`src/isaPkg.sv`:
```
package isaPkg;

	// basic word widths
	typedef logic [31:0] word_t;
	typedef logic [15:0] halfword_t;

	// instruction fields
	typedef logic [5:0] op_t;
	typedef logic [5:0] func_t;
	typedef logic [4:0] creg_addr_t;
	typedef logic [4:0] shamt_t;

	// primary opcodes
	localparam op_t opRtype = 6'h00;
	localparam op_t opJ     = 6'h02;
	localparam op_t opJal   = 6'h03;
	localparam op_t opBeq   = 6'h04;
	localparam op_t opBne   = 6'h05;
	localparam op_t opAddiu = 6'h09;
	localparam op_t opAndi  = 6'h0c;
	localparam op_t opOri   = 6'h0d;
	localparam op_t opLui   = 6'h0f;
	localparam op_t opLw    = 6'h23;
	localparam op_t opSw    = 6'h2b;

	// funct codes, R-type only
	localparam func_t fnSll  = 6'h00;
	localparam func_t fnSrl  = 6'h02;
	localparam func_t fnJr   = 6'h08;
	localparam func_t fnAddu = 6'h21;
	localparam func_t fnSubu = 6'h23;
	localparam func_t fnAnd  = 6'h24;
	localparam func_t fnOr   = 6'h25;
	localparam func_t fnSlt  = 6'h2a;

	// link register for JAL
	localparam creg_addr_t regRa = 5'd31;

	// decoded operation
	// anything outside the subset lands on RESERVED
	typedef enum logic [4:0] {
		RESERVED,
		ADDU,
		SUBU,
		AND,
		OR,
		SLT,
		SLL,
		SRL,
		JR,
		ADDIU,
		ANDI,
		ORI,
		LUI,
		LW,
		SW,
		BEQ,
		BNE,
		J,
		JAL
	} decoded_op_t;

endpackage

```
`src/pipePkg.sv`:
```
package pipePkg;

	import isaPkg::*;

	// lanes per fetch bundle
	localparam int laneCount = 2;

	// control bits produced per lane
	typedef struct packed {
		logic regWrite;
		logic memRead;
		logic memWrite;
		// second ALU operand from the immediate
		logic aluSrcImm;
		logic zeroExt;
		logic branch;
		logic jump;
		logic link;
	} ctl_t;

	// one lane leaving the unpacker
	typedef struct packed {
		word_t instr;
		word_t pcPlus4;
		logic exceptionInstr;
	} fetch_data_t;

	// one lane leaving decode
	typedef struct packed {
		decoded_op_t op;
		ctl_t ctl;
		shamt_t shamt;
		word_t extendedImm;
		word_t pcBranch;
		word_t pcJump;
		creg_addr_t srcRegA;
		creg_addr_t srcRegB;
		creg_addr_t destReg;
		creg_addr_t cp0Addr;
		word_t pcPlus4;
		logic exceptionRi;
		logic exceptionInstr;
		logic inDelaySlot;
	} decode_data_t;

	// raw bundle from fetch
	typedef struct packed {
		word_t pc;
		word_t [laneCount-1:0] instr;
		logic exceptionInstr;
	} fetch_bundle_t;

	// registered bundle handed to issue
	typedef struct packed {
		decode_data_t [laneCount-1:0] lane;
		// lane 1 reads what lane 0 writes
		logic laneDep;
	} issue_bundle_t;

endpackage

```
`src/decodeStage.sv`:
```
`timescale 1ns/1ns

module decodeStage import pipePkg::*; (
	input logic clk,
	input logic rstN,
	input logic fetchValid,
	input fetch_bundle_t fetchBundle,
	output logic issueValid,
	output issue_bundle_t issueBundle
);

	logic laneValid;
	fetch_data_t [laneCount-1:0] laneData;
	decode_data_t [laneCount-1:0] laneDecoded;

	// first cycle, bundle register and split
	fetchUnpack fetchUnpack_i (
		.clk(clk),
		.rstN(rstN),
		.fetchValid(fetchValid),
		.fetchBundle(fetchBundle),
		.laneValid(laneValid),
		.laneData(laneData)
	);

	// combinational decode, one per lane
	for (genvar i = 0; i < laneCount; i++) begin : gLane
		signalDecode signalDecode_i (
			.dataF(laneData[i]),
			.dataD(laneDecoded[i])
		);
	end

	// second cycle, bundle marks and issue register
	issueBundle issueBundle_i (
		.clk(clk),
		.rstN(rstN),
		.laneValid(laneValid),
		.laneDecoded(laneDecoded),
		.issueValid(issueValid),
		.issueBundle(issueBundle)
	);

endmodule

```
`src/fetchUnpack.sv`:
```
`timescale 1ns/1ns

module fetchUnpack import isaPkg::*, pipePkg::*; (
	input logic clk,
	input logic rstN,
	input logic fetchValid,
	input fetch_bundle_t fetchBundle,
	output logic laneValid,
	output fetch_data_t [laneCount-1:0] laneData
);

	// strobe delayed by one cycle
	always_ff @(posedge clk or negedge rstN) begin
		if (!rstN) begin
			laneValid <= 1'b0;
		end else begin
			laneValid <= fetchValid;
		end
	end

	// split the bundle into per-lane records on each strobe
	// lane i sits at pc + 4*i, so its pcPlus4 is pc + 4*(i+1)
	always_ff @(posedge clk or negedge rstN) begin
		if (!rstN) begin
			laneData <= '0;
		end else if (fetchValid) begin
			for (int i = 0; i < laneCount; i++) begin
				laneData[i].instr <= fetchBundle.instr[i];
				laneData[i].pcPlus4 <= fetchBundle.pc + word_t'(4 * (i + 1));
				// fetch fault covers the whole bundle
				laneData[i].exceptionInstr <= fetchBundle.exceptionInstr;
			end
		end
	end

endmodule

```
`src/issueBundle.sv`:
```
`timescale 1ns/1ns

module issueBundle import pipePkg::*; (
	input logic clk,
	input logic rstN,
	input logic laneValid,
	input decode_data_t [laneCount-1:0] laneDecoded,
	output logic issueValid,
	output issue_bundle_t issueBundle
);

	logic slotMark;
	logic depMark;

	// lane 1 follows a control transfer in lane 0
	assign slotMark = laneDecoded[0].ctl.branch | laneDecoded[0].ctl.jump;

	// RAW inside the bundle
	// writes to r0 never count, srcRegB is zero when unused
	always_comb begin
		depMark = 1'b0;
		if (laneDecoded[0].ctl.regWrite && laneDecoded[0].destReg != '0) begin
			if (laneDecoded[0].destReg == laneDecoded[1].srcRegA ||
				laneDecoded[0].destReg == laneDecoded[1].srcRegB) begin
				depMark = 1'b1;
			end
		end
	end

	always_ff @(posedge clk or negedge rstN) begin
		if (!rstN) begin
			issueValid <= 1'b0;
		end else begin
			issueValid <= laneValid;
		end
	end

	// hold between strobes
	always_ff @(posedge clk or negedge rstN) begin
		if (!rstN) begin
			issueBundle <= '0;
		end else if (laneValid) begin
			issueBundle.lane <= laneDecoded;
			issueBundle.lane[1].inDelaySlot <= slotMark;
			issueBundle.laneDep <= depMark;
		end
	end

endmodule

```
`src/mainDecode.sv`:
```
`timescale 1ns/1ns

module mainDecode import isaPkg::*, pipePkg::*; (
	input word_t instr,
	output decoded_op_t op,
	output ctl_t ctl,
	output creg_addr_t srcRegA,
	output creg_addr_t srcRegB,
	output creg_addr_t destReg,
	output logic exceptionRi
);

	op_t opcode;
	func_t func;
	creg_addr_t rs;
	creg_addr_t rt;
	creg_addr_t rd;

	assign opcode = instr[31:26];
	assign func = instr[5:0];
	assign rs = instr[25:21];
	assign rt = instr[20:16];
	assign rd = instr[15:11];

	always_comb begin
		// defaults describe a reserved word
		op = RESERVED;
		ctl = '0;
		srcRegA = rs;
		srcRegB = rt;
		destReg = '0;
		unique case (opcode)
			opRtype: begin
				destReg = rd;
				ctl.regWrite = 1'b1;
				unique case (func)
					fnAddu: op = ADDU;
					fnSubu: op = SUBU;
					fnAnd: op = AND;
					fnOr: op = OR;
					fnSlt: op = SLT;
					fnSll, fnSrl: begin
						op = (func == fnSll) ? SLL : SRL;
						// shifts read rt only
						srcRegA = rt;
						srcRegB = '0;
					end
					fnJr: begin
						op = JR;
						ctl.regWrite = 1'b0;
						ctl.jump = 1'b1;
						srcRegB = '0;
					end
					default: begin
						// unknown funct, undo the R-type guesses
						ctl = '0;
						destReg = '0;
					end
				endcase
			end
			opAddiu, opAndi, opOri, opLui, opLw: begin
				destReg = rt;
				srcRegB = '0;
				ctl.regWrite = 1'b1;
				ctl.aluSrcImm = 1'b1;
				unique case (opcode)
					opAddiu: op = ADDIU;
					opAndi: begin
						op = ANDI;
						ctl.zeroExt = 1'b1;
					end
					opOri: begin
						op = ORI;
						ctl.zeroExt = 1'b1;
					end
					opLui: begin
						op = LUI;
						// no source at all
						srcRegA = '0;
					end
					default: begin
						op = LW;
						ctl.memRead = 1'b1;
					end
				endcase
			end
			opSw: begin
				// base in rs, store data in rt
				op = SW;
				ctl.memWrite = 1'b1;
				ctl.aluSrcImm = 1'b1;
			end
			opBeq, opBne: begin
				op = (opcode == opBeq) ? BEQ : BNE;
				ctl.branch = 1'b1;
			end
			opJ, opJal: begin
				op = (opcode == opJ) ? J : JAL;
				ctl.jump = 1'b1;
				srcRegA = '0;
				srcRegB = '0;
				if (opcode == opJal) begin
					// return address into ra
					ctl.link = 1'b1;
					ctl.regWrite = 1'b1;
					destReg = regRa;
				end
			end
			default: ;
		endcase
		// reserved words read nothing either
		if (op == RESERVED) begin
			srcRegA = '0;
			srcRegB = '0;
		end
	end

	assign exceptionRi = (op == RESERVED);

endmodule

```
`src/signalDecode.sv`:
```
`timescale 1ns/1ns

module signalDecode import isaPkg::*, pipePkg::*; (
	input fetch_data_t dataF,
	output decode_data_t dataD
);

	halfword_t imm;
	word_t extImm;

	assign imm = dataF.instr[15:0];

	// opcode and funct decode
	mainDecode mainDecode_i (
		.instr(dataF.instr),
		.op(dataD.op),
		.ctl(dataD.ctl),
		.srcRegA(dataD.srcRegA),
		.srcRegB(dataD.srcRegB),
		.destReg(dataD.destReg),
		.exceptionRi(dataD.exceptionRi)
	);

	assign dataD.shamt = dataF.instr[10:6];
	// mfc0/mtc0 register number lives in rd
	assign dataD.cp0Addr = dataF.instr[15:11];

	// immediate extension
	always_comb begin
		if (dataD.op == LUI) begin
			extImm = {imm, 16'h0000};
		end else if (dataD.ctl.zeroExt) begin
			extImm = {16'h0000, imm};
		end else begin
			extImm = {{16{imm[15]}}, imm};
		end
	end
	assign dataD.extendedImm = extImm;

	// targets relative to the delay slot address
	assign dataD.pcBranch = dataF.pcPlus4 + {extImm[29:0], 2'b00};
	assign dataD.pcJump = {dataF.pcPlus4[31:28], dataF.instr[25:0], 2'b00};

	assign dataD.pcPlus4 = dataF.pcPlus4;
	assign dataD.exceptionInstr = dataF.exceptionInstr;
	// set later at bundle level
	assign dataD.inDelaySlot = 1'b0;

endmodule
```
`config.mk`:
```
export PLATFORM = sky130hd
export DESIGN_NAME = decodeStage
export DESIGN_NICKNAME = d
export VERILOG_FILES = /design/src/isaPkg.sv /design/src/pipePkg.sv /design/src/decodeStage.sv /design/src/fetchUnpack.sv /design/src/issueBundle.sv /design/src/mainDecode.sv /design/src/signalDecode.sv
export SDC_FILE = /design/constraint.sdc
export NUM_CORES = 1
export LEC_CHECK = 0
export ABC_CLOCK_PERIOD_IN_PS = 5800
export CAP_MARGIN = 0
export CORE_MARGIN = 1
export CORE_UTILIZATION = 53
export CTS_CLUSTER_DIAMETER = 30
export DETAILED_ROUTE_END_ITERATION = 8
export DONT_BUFFER_PORTS = 1
export GPL_TIMING_DRIVEN = 0
export PLACE_DENSITY = 0.66
export SETUP_SLACK_MARGIN = 0.1
export SYNTH_ARGS = -nofsm -noshare
export SYNTH_HDL_FRONTEND = slang
export SYNTH_SLANG_ARGS = --single-unit
```
`constraint.sdc`:
```
create_clock -name clk -period 5.8 [get_ports clk]
set_clock_uncertainty 0.2 [all_clocks]
set_input_delay 0.58 -clock clk [delete_from_list [all_inputs] [get_ports clk]]
set_output_delay 0.58 -clock clk [all_outputs]
set_load 0.02 [all_outputs]
```
# Word level (Yosys, flattened, before mapping)
# Cells that the tools add are included.
[word_totals] register_bits=464 input_bits=100
[op_classes] addsub=4 n_eq_ne=38 n_mux=62 bitwise=1 n_reduce_logical=31
[op_table] cell="2-to-1 mux 32 bit" count=4
[op_table] cell="equality test 6 bit (second input constant)" count=14
[op_table] cell="2-to-1 mux 5 bit" count=16
[op_table] cell="adder 32 bit" count=2
[op_table] cell="equality test 6 x 4 -> 1 bit (second input constant)" count=10
[op_table] cell="one-hot mux 5 bit (3 select lines)" count=4
[op_table] cell="one-hot mux 4 bit (7 select lines)" count=2
[op_table] cell="one-hot mux 5 bit (5 select lines)" count=2
[op_table] cell="equality test 6 x 2 -> 1 bit (second input constant)" count=6
[op_table] cell="adder 32 x 3 -> 32 bit (second input constant)" count=1
[op_table] cell="adder 32 x 4 -> 32 bit (second input constant)" count=1
[op_table] cell="OR reduction 7 bit" count=4
[op_table] cell="equality test 6 x 3 -> 1 bit (second input constant)" count=4
[op_table] cell="zero test 6 bit" count=4
[op_table] cell="2-to-1 mux 1 bit" count=24
[op_table] cell="one-hot mux 3 bit (4 select lines)" count=2
[op_table] cell="one-hot mux 5 bit (2 select lines)" count=2
[op_table] cell="OR reduction 2 bit" count=8
[op_table] cell="OR reduction 8 bit" count=2
[op_table] cell="OR reduction 6 bit" count=2
[op_table] cell="equality test 5 x 4 -> 1 bit (second input constant)" count=2
[op_table] cell="equality test 5 bit" count=2
[op_table] cell="zero test 5 bit" count=2
[op_table] cell="OR reduction 5 bit" count=2
[op_table] cell="other kinds (9)" count=14

# Depth between registers and ports, before layout
# Gate-level depths: netlist of the first run.
[depth] depth_word=10 ltp_mapped=19

# Hierarchy
# From an unflattened synthesis of the first run, not the netlist that was laid out.
[unflattened] cells_unflattened=2189 hier_area_um2=25344.3
[modules_own_cells] mod="issueBundle" instances=1 cells_each=737 area_per_inst_um2=12848.6 seq_area_each_um2=8508.2
[modules_own_cells] mod="fetchUnpack" instances=1 cells_each=517 area_per_inst_um2=5874.4 seq_area_each_um2=3203.1
[modules_own_cells] mod="signalDecode (gLane[0].signalDecode_i)" instances=1 cells_each=342 area_per_inst_um2=2472.4 seq_area_each_um2=0.0
[modules_own_cells] mod="signalDecode (gLane[1].signalDecode_i)" instances=1 cells_each=333 area_per_inst_um2=2379.8 seq_area_each_um2=0.0
[modules_own_cells] mod="mainDecode" instances=2 cells_each=130 area_per_inst_um2=884.6 seq_area_each_um2=0.0

# Least setup slack after synthesis of the first run
# No wires, ideal clock.
[synth_path] path_type="register to register" startpoint="reg fetchUnpack_i.laneData[64] (netlist name)" endpoint="reg issueBundle_i.issueBundle[117] (netlist name)" setup_time_ns=0.125 arrival_time_ns=4.065 path_slack_ns=1.410 path_stages_with_launch=18 path_cell_list="dfrtp_1 > nand2b_1 > or2_1 > or3_1 > and2_1 > nor2b_1 > clkbuf_1 > a21o_1 > ha_1 > a21oi_1 > o21ai_1 > or4_1 > a32oi_1 > nand2_1 > a211o_1 > a21oi_1 > xnor2_1 > mux2_2"

==> results of run 1 <==
power breakdown:
part	total, mW	switching (mW)	internal (mW)
combinational	1.87	0.984	0.887
clock	5.48	1.79	3.69
sequential	4.56	1.06	3.50
logic make-up (layout without fill, tap and decap cells):
group	Yosys count	count (layout)
other	1	7
adders and majority gates	62	62
xor gates and xnor gates	106	106
buffers and inverters	190	453
muxes	288	288
and+or+nand+nor	501	501
DFF	428	428
AOI/OAI and AO/OA	400	400
worst max-delay path: stages, from the launching register on:
cell	delay (ps)
dfrtp_1	440
nand2b_1	210
or2_1	270
or3_1	450
and2_1	290
nor2b_1	220
clkbuf_1	280
a21o_1	280
ha_1	370
a21oi_1	320
o21ai_1	130
or4_1	460
a32oi_1	220
nand2_1	220
a211oi_1	350
o41ai_2	160
xnor2_1	130
mux2_2	270
worst paths after layout:
kind / from / endpoint / slack [ps] / cells after the start
max: fetchUnpack_i.laneData[64] / issueBundle_i.issueBundle[119] / 400 / 17
min: rstN / issueBundle_i.issueBundle[331] / -560 / 0
max reg2reg: fetchUnpack_i.laneData[64] / issueBundle_i.issueBundle[119] / 400 / 17
min reg2reg: fetchUnpack_i.laneValid / issueBundle_i.issueValid / 230 / 0
max in group asynchronous: rstN / issueBundle_i.issueBundle[125] / 5100 / 0
min in group clk: fetchBundle[90] / fetchUnpack_i.laneData[91] / 20 / 2
metal layers:
layer	routed length (µm)	GRT usage (%)
met3	6770	11.0
met2	34300	55.4
met1	29700	44.4
met4	2230	11.3
met5	13	0
through the flow:
stage | area (µm²) | hold WS (ps)
floorplan | 21800 | 84.4
CTS | 26600 | -585
global placement | 22400 | 94.3
finish | 26600 | -561
detailed placement | 22400 | 93.2
global route | 26600 | -594
registers in the layout, indices dropped and copies added (netlist names):
name / cells
issueBundle_i.issueBundle: 299
fetchUnpack_i.laneData: 127
fetchUnpack_i.laneValid: 1
issueBundle_i.issueValid: 1
timing repair:
item	CTS	global route
endpoints found under the setup margin	0	3
resized for setup	0	5
endpoints found under the hold margin	530	428
cell type report:
cell class / instances / share of cell area, %
flip-flops and latches: 428 / 40.2
multi-input cells: 1362 / 38.0
clock buffers: 125 / 9.99
repair buffers: 87 / 3.27
plain buffers: 146 / 2.96
well taps: 525 / 2.47
clock inverters: 51 / 2.46
inverters: 44 / 0.620
diodes: 2 / 0.0188
synth_stat cells, types with 5 or more instances:
library cell and number:
nand3_1 34, nand4_1 17, clkbuf_8 6, and2_1 35, o21bai_1 8, xnor2_1 55, o21a_1 10, nor3_1 34
buf_4 41, nand2_1 95, a21oi_1 137, a22o_1 6, nor2b_1 17, or2_2 10, mux2_2 288, nand3b_1 8
inv_1 44, a31oi_1 10, xor2_1 51, o211ai_1 9, or3_1 13, dfrtp_1 428, a221oi_1 8, o31ai_1 9
a21o_1 49, buf_1 8, o2bb2ai_1 12, nor4_1 10, nor4b_1 5, clkbuf_1 86, ha_1 60, and3_1 16
a211oi_1 11, o21ba_2 6, a22o_2 5, a22oi_1 7, nor2_1 169, o21ai_0 59, nand2b_1 13
==> out/results.ini, run 1 <==
[clock_tree]
cts_post_setup_buffers_inserted = 0
cts.clk_slew.worst_paths_ps = 50
cts_sinks = 428
cts_buffers = 96
h-tree-depth = 3
insertion_delay_ps = 630
cts-hold-fix-buffers = 87
cts_root_buffer = clkbuf_16
clock_path_buffers = 3
cts_tree = built

[timing]
fmax_mhz = 185
worst_pin_slew_ps = 1160
slew_violations = 0
setup_ws_ps = 401
relSlewSlack_pct = 22.7
tns_ps = 0
rsz0062_at_grt = false
period_needed_ps = 5400
period_share_pct = 93.1
holdWs_ps = -561
setup_viol = 0
finalHoldViolCount = 428

[worst_setup_path]
arrival_ps = 5700
crit_path_start_kind = flop
critical_path_class = reg2reg
cp_max_fo = 10
cp.required_ps = 6100
critPathCaptureType = flop

[floorplanning]
die-area_um2 = 41900
core_area_um2 = 40100
die_w_um = 205
die_h_um = 205
fp-row-count = 73
num_io_pins = 440
start_util_pct = 54.3

[placed_design]
gp_congestion = 0.936
dp_hpwl_um = 52600
pre_cts_slack_ps = 412
dp.cells = 2505
io_buffer_count = 0

[synthesis]
async_flop_share_pct = 100
yosys.area_share.simple_pct = 11.4
synth_edf_count = 0
ys_warn_count = 0
synth-seq-cells = 428
syn_inst = 1976
syn-cell-area_um2 = 21800
ys_types = 87
synth_adder_area_share_pct = 3.64
synth_top_area_share_pct = 49.2
syn-mean-instance-area_um2 = 11.0
synth-compound-area-share_pct = 12.2
muxShareOfSynthArea_pct = 14.9
synth_xor_area_share_pct = 4.27
synth_top_cell_by_area = dfrtp_1
yosysSeqAreaShare_pct = 49.2
synthFlopType = dfrtp_1
synth_area_leaders = dfrtp_1 49%, mux2_2 15%, ha_1 3.5%, a21oi_1 3.2%, nor2_1 2.9%
synth_top_family_by_area = multiplexers

[power]
finalPower_mw = 11.9
p_leak_nw = 11.4
power.density_nw_per_um2 = 447
ir_drop_uv = 282

[run]
drv_cap = 0

[detailed_routing]
routed_via_density = 6.11
drtPass1Iterations = 5
final_antenna_net_count = 0
via_count = 16900
wl_per_cell_um = 26.4
wirelength_um = 73100
drc = 0
drt_iter0_markers = 1371

[cells_and_area]
syn_to_final_growth_pct = 22.4
final_nets = 2327
regArea_um2 = 10700
final_util_pct = 66.4
multiInputGateArea_um2 = 10100
layout.cells.most_common = dfrtp_1
drive_gt1_share_pct = 24.3
layout_common_cells = 428 x dfrtp_1, 288 x mux2_2, 169 x nor2_1, 137 x a21oi_1, 99 x clkbuf_1
fillers = 3128
final_cells = 2770

[status]
status = finished, violations left
violations = hold timing

[grt]
globalRoute.totalOverflow = 0
grt_max_degree = 429
grtUsageTotal_pct = 34.6
grt_pass1_vias = 16900
antenna_found_initial = 2
grt_pass1_wl_um = 107000

[min_path]
holdCritPathClass = in2async

No activity file was read; power rests on OpenSTA's default activity.
==> run 2, diff against run 1 <==
--- a/config.mk
+++ b/config.mk
@@ -7,7 +7,6 @@
 export LEC_CHECK = 0
 export ABC_CLOCK_PERIOD_IN_PS = 5800
 export CAP_MARGIN = 0
-export CORE_MARGIN = 1
 export CORE_UTILIZATION = 53
 export CTS_CLUSTER_DIAMETER = 30
 export DETAILED_ROUTE_END_ITERATION = 8
@@ -17,4 +16,5 @@
 export SETUP_SLACK_MARGIN = 0.1
 export SYNTH_ARGS = -nofsm -noshare
 export SYNTH_HDL_FRONTEND = slang
+export SYNTH_HIERARCHICAL = 1
 export SYNTH_SLANG_ARGS = --single-unit
==> constraint.sdc (replaced) <==
create_clock -name clk -period 5.8 [get_ports clk]
set_clock_uncertainty 0.2 [all_clocks]
set_input_delay 0.58 -clock clk [delete_from_list [all_inputs] [get_ports clk]]
set_output_delay 0.58 -clock clk [all_outputs]
set_load 0.1 [all_outputs]
==> run 2 against run 1 <==
The run ends with DRC, hold timing, slew limit left. Largest cell class unchanged. Maximum frequency fell by 1.6%. Critical endpoint is now issueBundle_i/issueBundle[287]. Via count rose by 6.6%. Die area rose by 16%. Total power rose by 37%. Non-clock buffer count rose by 123. Clock power rose by 12%. Clock-buffer cell count rose by 3. Utilization fell by 1.0 points. Synthesized cell count rose by 11%. Critical path type unchanged. First-iteration DRC count fell by 5.9%.
==> out/results.ini, run 2 <==
[timing]
relSlewSlack_pct = -81.8  ; -100 points
worst_pin_slew_ps = 2730  ; +1570 ps
slew_violations = 365  ; +365
setup_viol = 0  ; unchanged
finalHoldViolCount = 252  ; -41%
period_share_pct = 94.5  ; +1.5 points
rsz0062_at_grt = true
tns_ps = 0  ; unchanged
holdWs_ps = -544  ; +16.9 ps
fmax_mhz = 182  ; -1.6%
period_needed_ps = 5480  ; +85.2 ps

[power]
power.density_nw_per_um2 = 531  ; +19%
p_int_mw = 9.07  ; +12%
power.share.clock_pct = 37.6  ; -8.4 points
p_switching_mw = 7.20  ; +88%
p_sw_share_pct = 44.3  ; +12 points
ir_drop_uv = 386  ; +37%
pwr-share-comb_pct = 13.3  ; -2.4 points
p_leak_nw = 13.4  ; +17%
seqPwrFrac_pct = 49.1  ; +11 points

[detailed_routing]
routed_via_density = 5.87  ; -4.0%
drt_iter0_markers = 1290  ; -5.9%
wl_per_cell_um = 24.9  ; -5.8%
wirelength_um = 76400  ; +4.6%
via_count = 18000  ; +6.6%
final_antenna_net_count = 0  ; unchanged
drtPass1Iterations = 8  ; +3
drc = 24  ; +24

[floorplanning]
num_io_pins = 440  ; unchanged
die-area_um2 = 48700  ; +16%
die_h_um = 221  ; +7.8%
start_util_pct = 54.1  ; -0.17 points
fp-row-count = 79  ; +8.2%
core_area_um2 = 46900  ; +17%
die_w_um = 221  ; +7.8%

[grt]
antenna_found_initial = 2  ; unchanged
globalRoute.totalOverflow = 0  ; unchanged
grt_pass1_wl_um = 113000  ; +5.9%
grtUsageTotal_pct = 31.3  ; -3.4 points
grt_max_degree = 469  ; +9.3%
grt_pass1_vias = 18500  ; +9.3%

[clock_tree]
h-tree-depth = 3  ; unchanged
cts_root_buffer = clkbuf_16
cts.clk_slew.worst_paths_ps = 50  ; about the same
cts_tree = built
insertion_delay_ps = 630  ; about the same
cts_sinks = 468  ; +9.3%
cts-hold-fix-buffers = 83  ; -4.6%
cts_buffers = 103  ; +7.3%
clock_path_buffers = 3  ; unchanged

[worst_setup_path]
cp_max_fo = 12  ; +2
critical_path_class = reg2reg
slowest_delay_ps = 580  ; +120 ps
arrival_ps = 5790  ; +90 ps
crit_chain = nor2b_1 -> and4b_1 -> o31ai_1 -> o21ai_0 -> nor3_4 -> and3_1 -> buf_4 -> clkbuf_2 -> nor2b_1 -> ha_1 -> fa_1 -> a21oi_1 -> o211ai_1 -> a211oi_1 -> o21ai_2 -> a31oi_2 -> o41ai_2 -> xor2_1 -> mux2_2
cp_slowest_cell = dfrtp_1
cp.required_ps = 6100  ; about the same
path_common_cell = nor2b_1
crit_path_start_kind = flop
critPathCaptureType = flop

[min_path]
holdCritPathClass = in2async

[cells_and_area]
final_nets = 2541  ; +9.2%
syn_to_final_growth_pct = 21.0
top_register = issueBundle_i/issueBundle
layout.cells.most_common = dfrtp_1
drive_gt1_share_pct = 36.0  ; +12 points
reg.largest.list = issueBundle_i/issueBundle: 339 flops, fetchUnpack_i/laneData: 127 flops
largest_reg_flops = 339  ; +13%
final_cells = 3075  ; +11%
layout_common_cells = 466 x dfrtp_1, 408 x mux2_2, 161 x buf_4, 112 x nor2_1, 110 x a21oi_1
final_area_um2 = 30700  ; +15%

[synthesis]
syn_inst = 2188  ; +11%
syn-mean-instance-area_um2 = 11.6  ; +5.2%
syn-cell-area_um2 = 25300  ; +16%
ys_warn_count = 6  ; +6

[placed_design]
gp_congestion = 0.900  ; -3.9%
placed_area_um2 = 26100  ; +16%
dp.cells = 2798  ; +12%
io_buffer_count = 0  ; unchanged
dp_hpwl_um = 55800  ; +6.2%

[status]
status = finished, violations left
violations = DRC, hold timing, slew limit

[run]
drv_cap = 0  ; unchanged

[run 2: changes by cell type in the layout (fill, tap and decap cells not counted), sizes merged, moves of 20 or more]
cell / change
buf: +182
a21oi: -21
clkbuf: -52
and2: -23
nor2b: +23
dfrtp: +40
a31oi: +20
mux2: +120
nor2: -57
[run 2: what timing repair did]
item,in CTS,in global routing
setup endpoints to repair,0,12
buffers inserted,0,0
hold endpoints to repair,561,468
resized for setup,0,5
[run 2: final timing paths]
| kind | startpoint | to | slack [ps] | cells past startpoint |
|---|---|---|---|---|
| max | fetchUnpack_i/laneData[99] | issueBundle_i/issueBundle[287] | 320 | 19 |
| min | rstN | issueBundle_i/issueBundle[176] | -540 | 0 |
| max reg2reg | fetchUnpack_i/laneData[99] | issueBundle_i/issueBundle[287] | 320 | 19 |
| min reg2reg | fetchUnpack_i/laneValid | issueBundle_i/issueValid | 180 | 0 |
| max in group asynchronous | rstN | issueBundle_i/issueBundle[104] | 3790 | 0 |
| min in group clk | fetchBundle[80] | fetchUnpack_i/laneData[16] | 20 | 2 |
[run 2: power groups by stage]
| stage | clock network, mW | registers (mW) | logic [mW] |
|---|---|---|---|
| 2_1_floorplan | 0 | 7.74 | 1.68 |
| 3_3_place_gp | 0 | 8.03 | 2.02 |
| 3_5_place_dp | 0 | 8.04 | 2.07 |
| 4_1_cts | 6.21 | 7.99 | 2.14 |
| 5_1_grt | 6.37 | 8.07 | 2.35 |
| 6_report | 6.12 | 7.99 | 2.16 |
[run 2: stage by stage]
stage	util (%)	setup slack, ps	total power, mW	hold WS [ps]
after global placement	55.7	185	10.0	92.5
final	65.4	316	16.3	-544
after CTS	65.4	128	16.3	-579
after global routing	65.4	44.2	16.8	-574
after detailed placement	55.7	166	10.1	92.6
after floorplan	-	1220	9.42	84.4
[run 2: cell type report]
cell class / instances / area [µm²]
Fill cell: 3625 / 16200
Timing Repair Buffer: 83 / 831
Inverter: 35 / 131
Tap cell: 607 / 759
Sequential cell: 468 / 11700
Antenna cell: 1 / 2.50
Buffer: 273 / 1960
Clock buffer: 128 / 2810
Multi-Input combinational cell: 1415 / 11500
Clock inverter: 65 / 892
[run 2: layer usage]
layer	up-vias	track usage, %	routed length, µm
li1	8133	-	-
met1	9080	38.3	30300
met2	668	50.1	36200
met3	165	9.68	6560
met4	0	14.9	3320
met5	-	0	0
[run 2: worst max-delay path, delay by kind of cell (launching register included)]
| family | cells | cell delay, ps |
|---|---|---|
| compound gates | 8 | 2150 |
| xor+xnor | 1 | 150 |
| fa+ha+maj | 2 | 640 |
| buf+inv | 2 | 370 |
| flops | 1 | 580 |
| mux | 1 | 280 |
| simple gates | 5 | 980 |
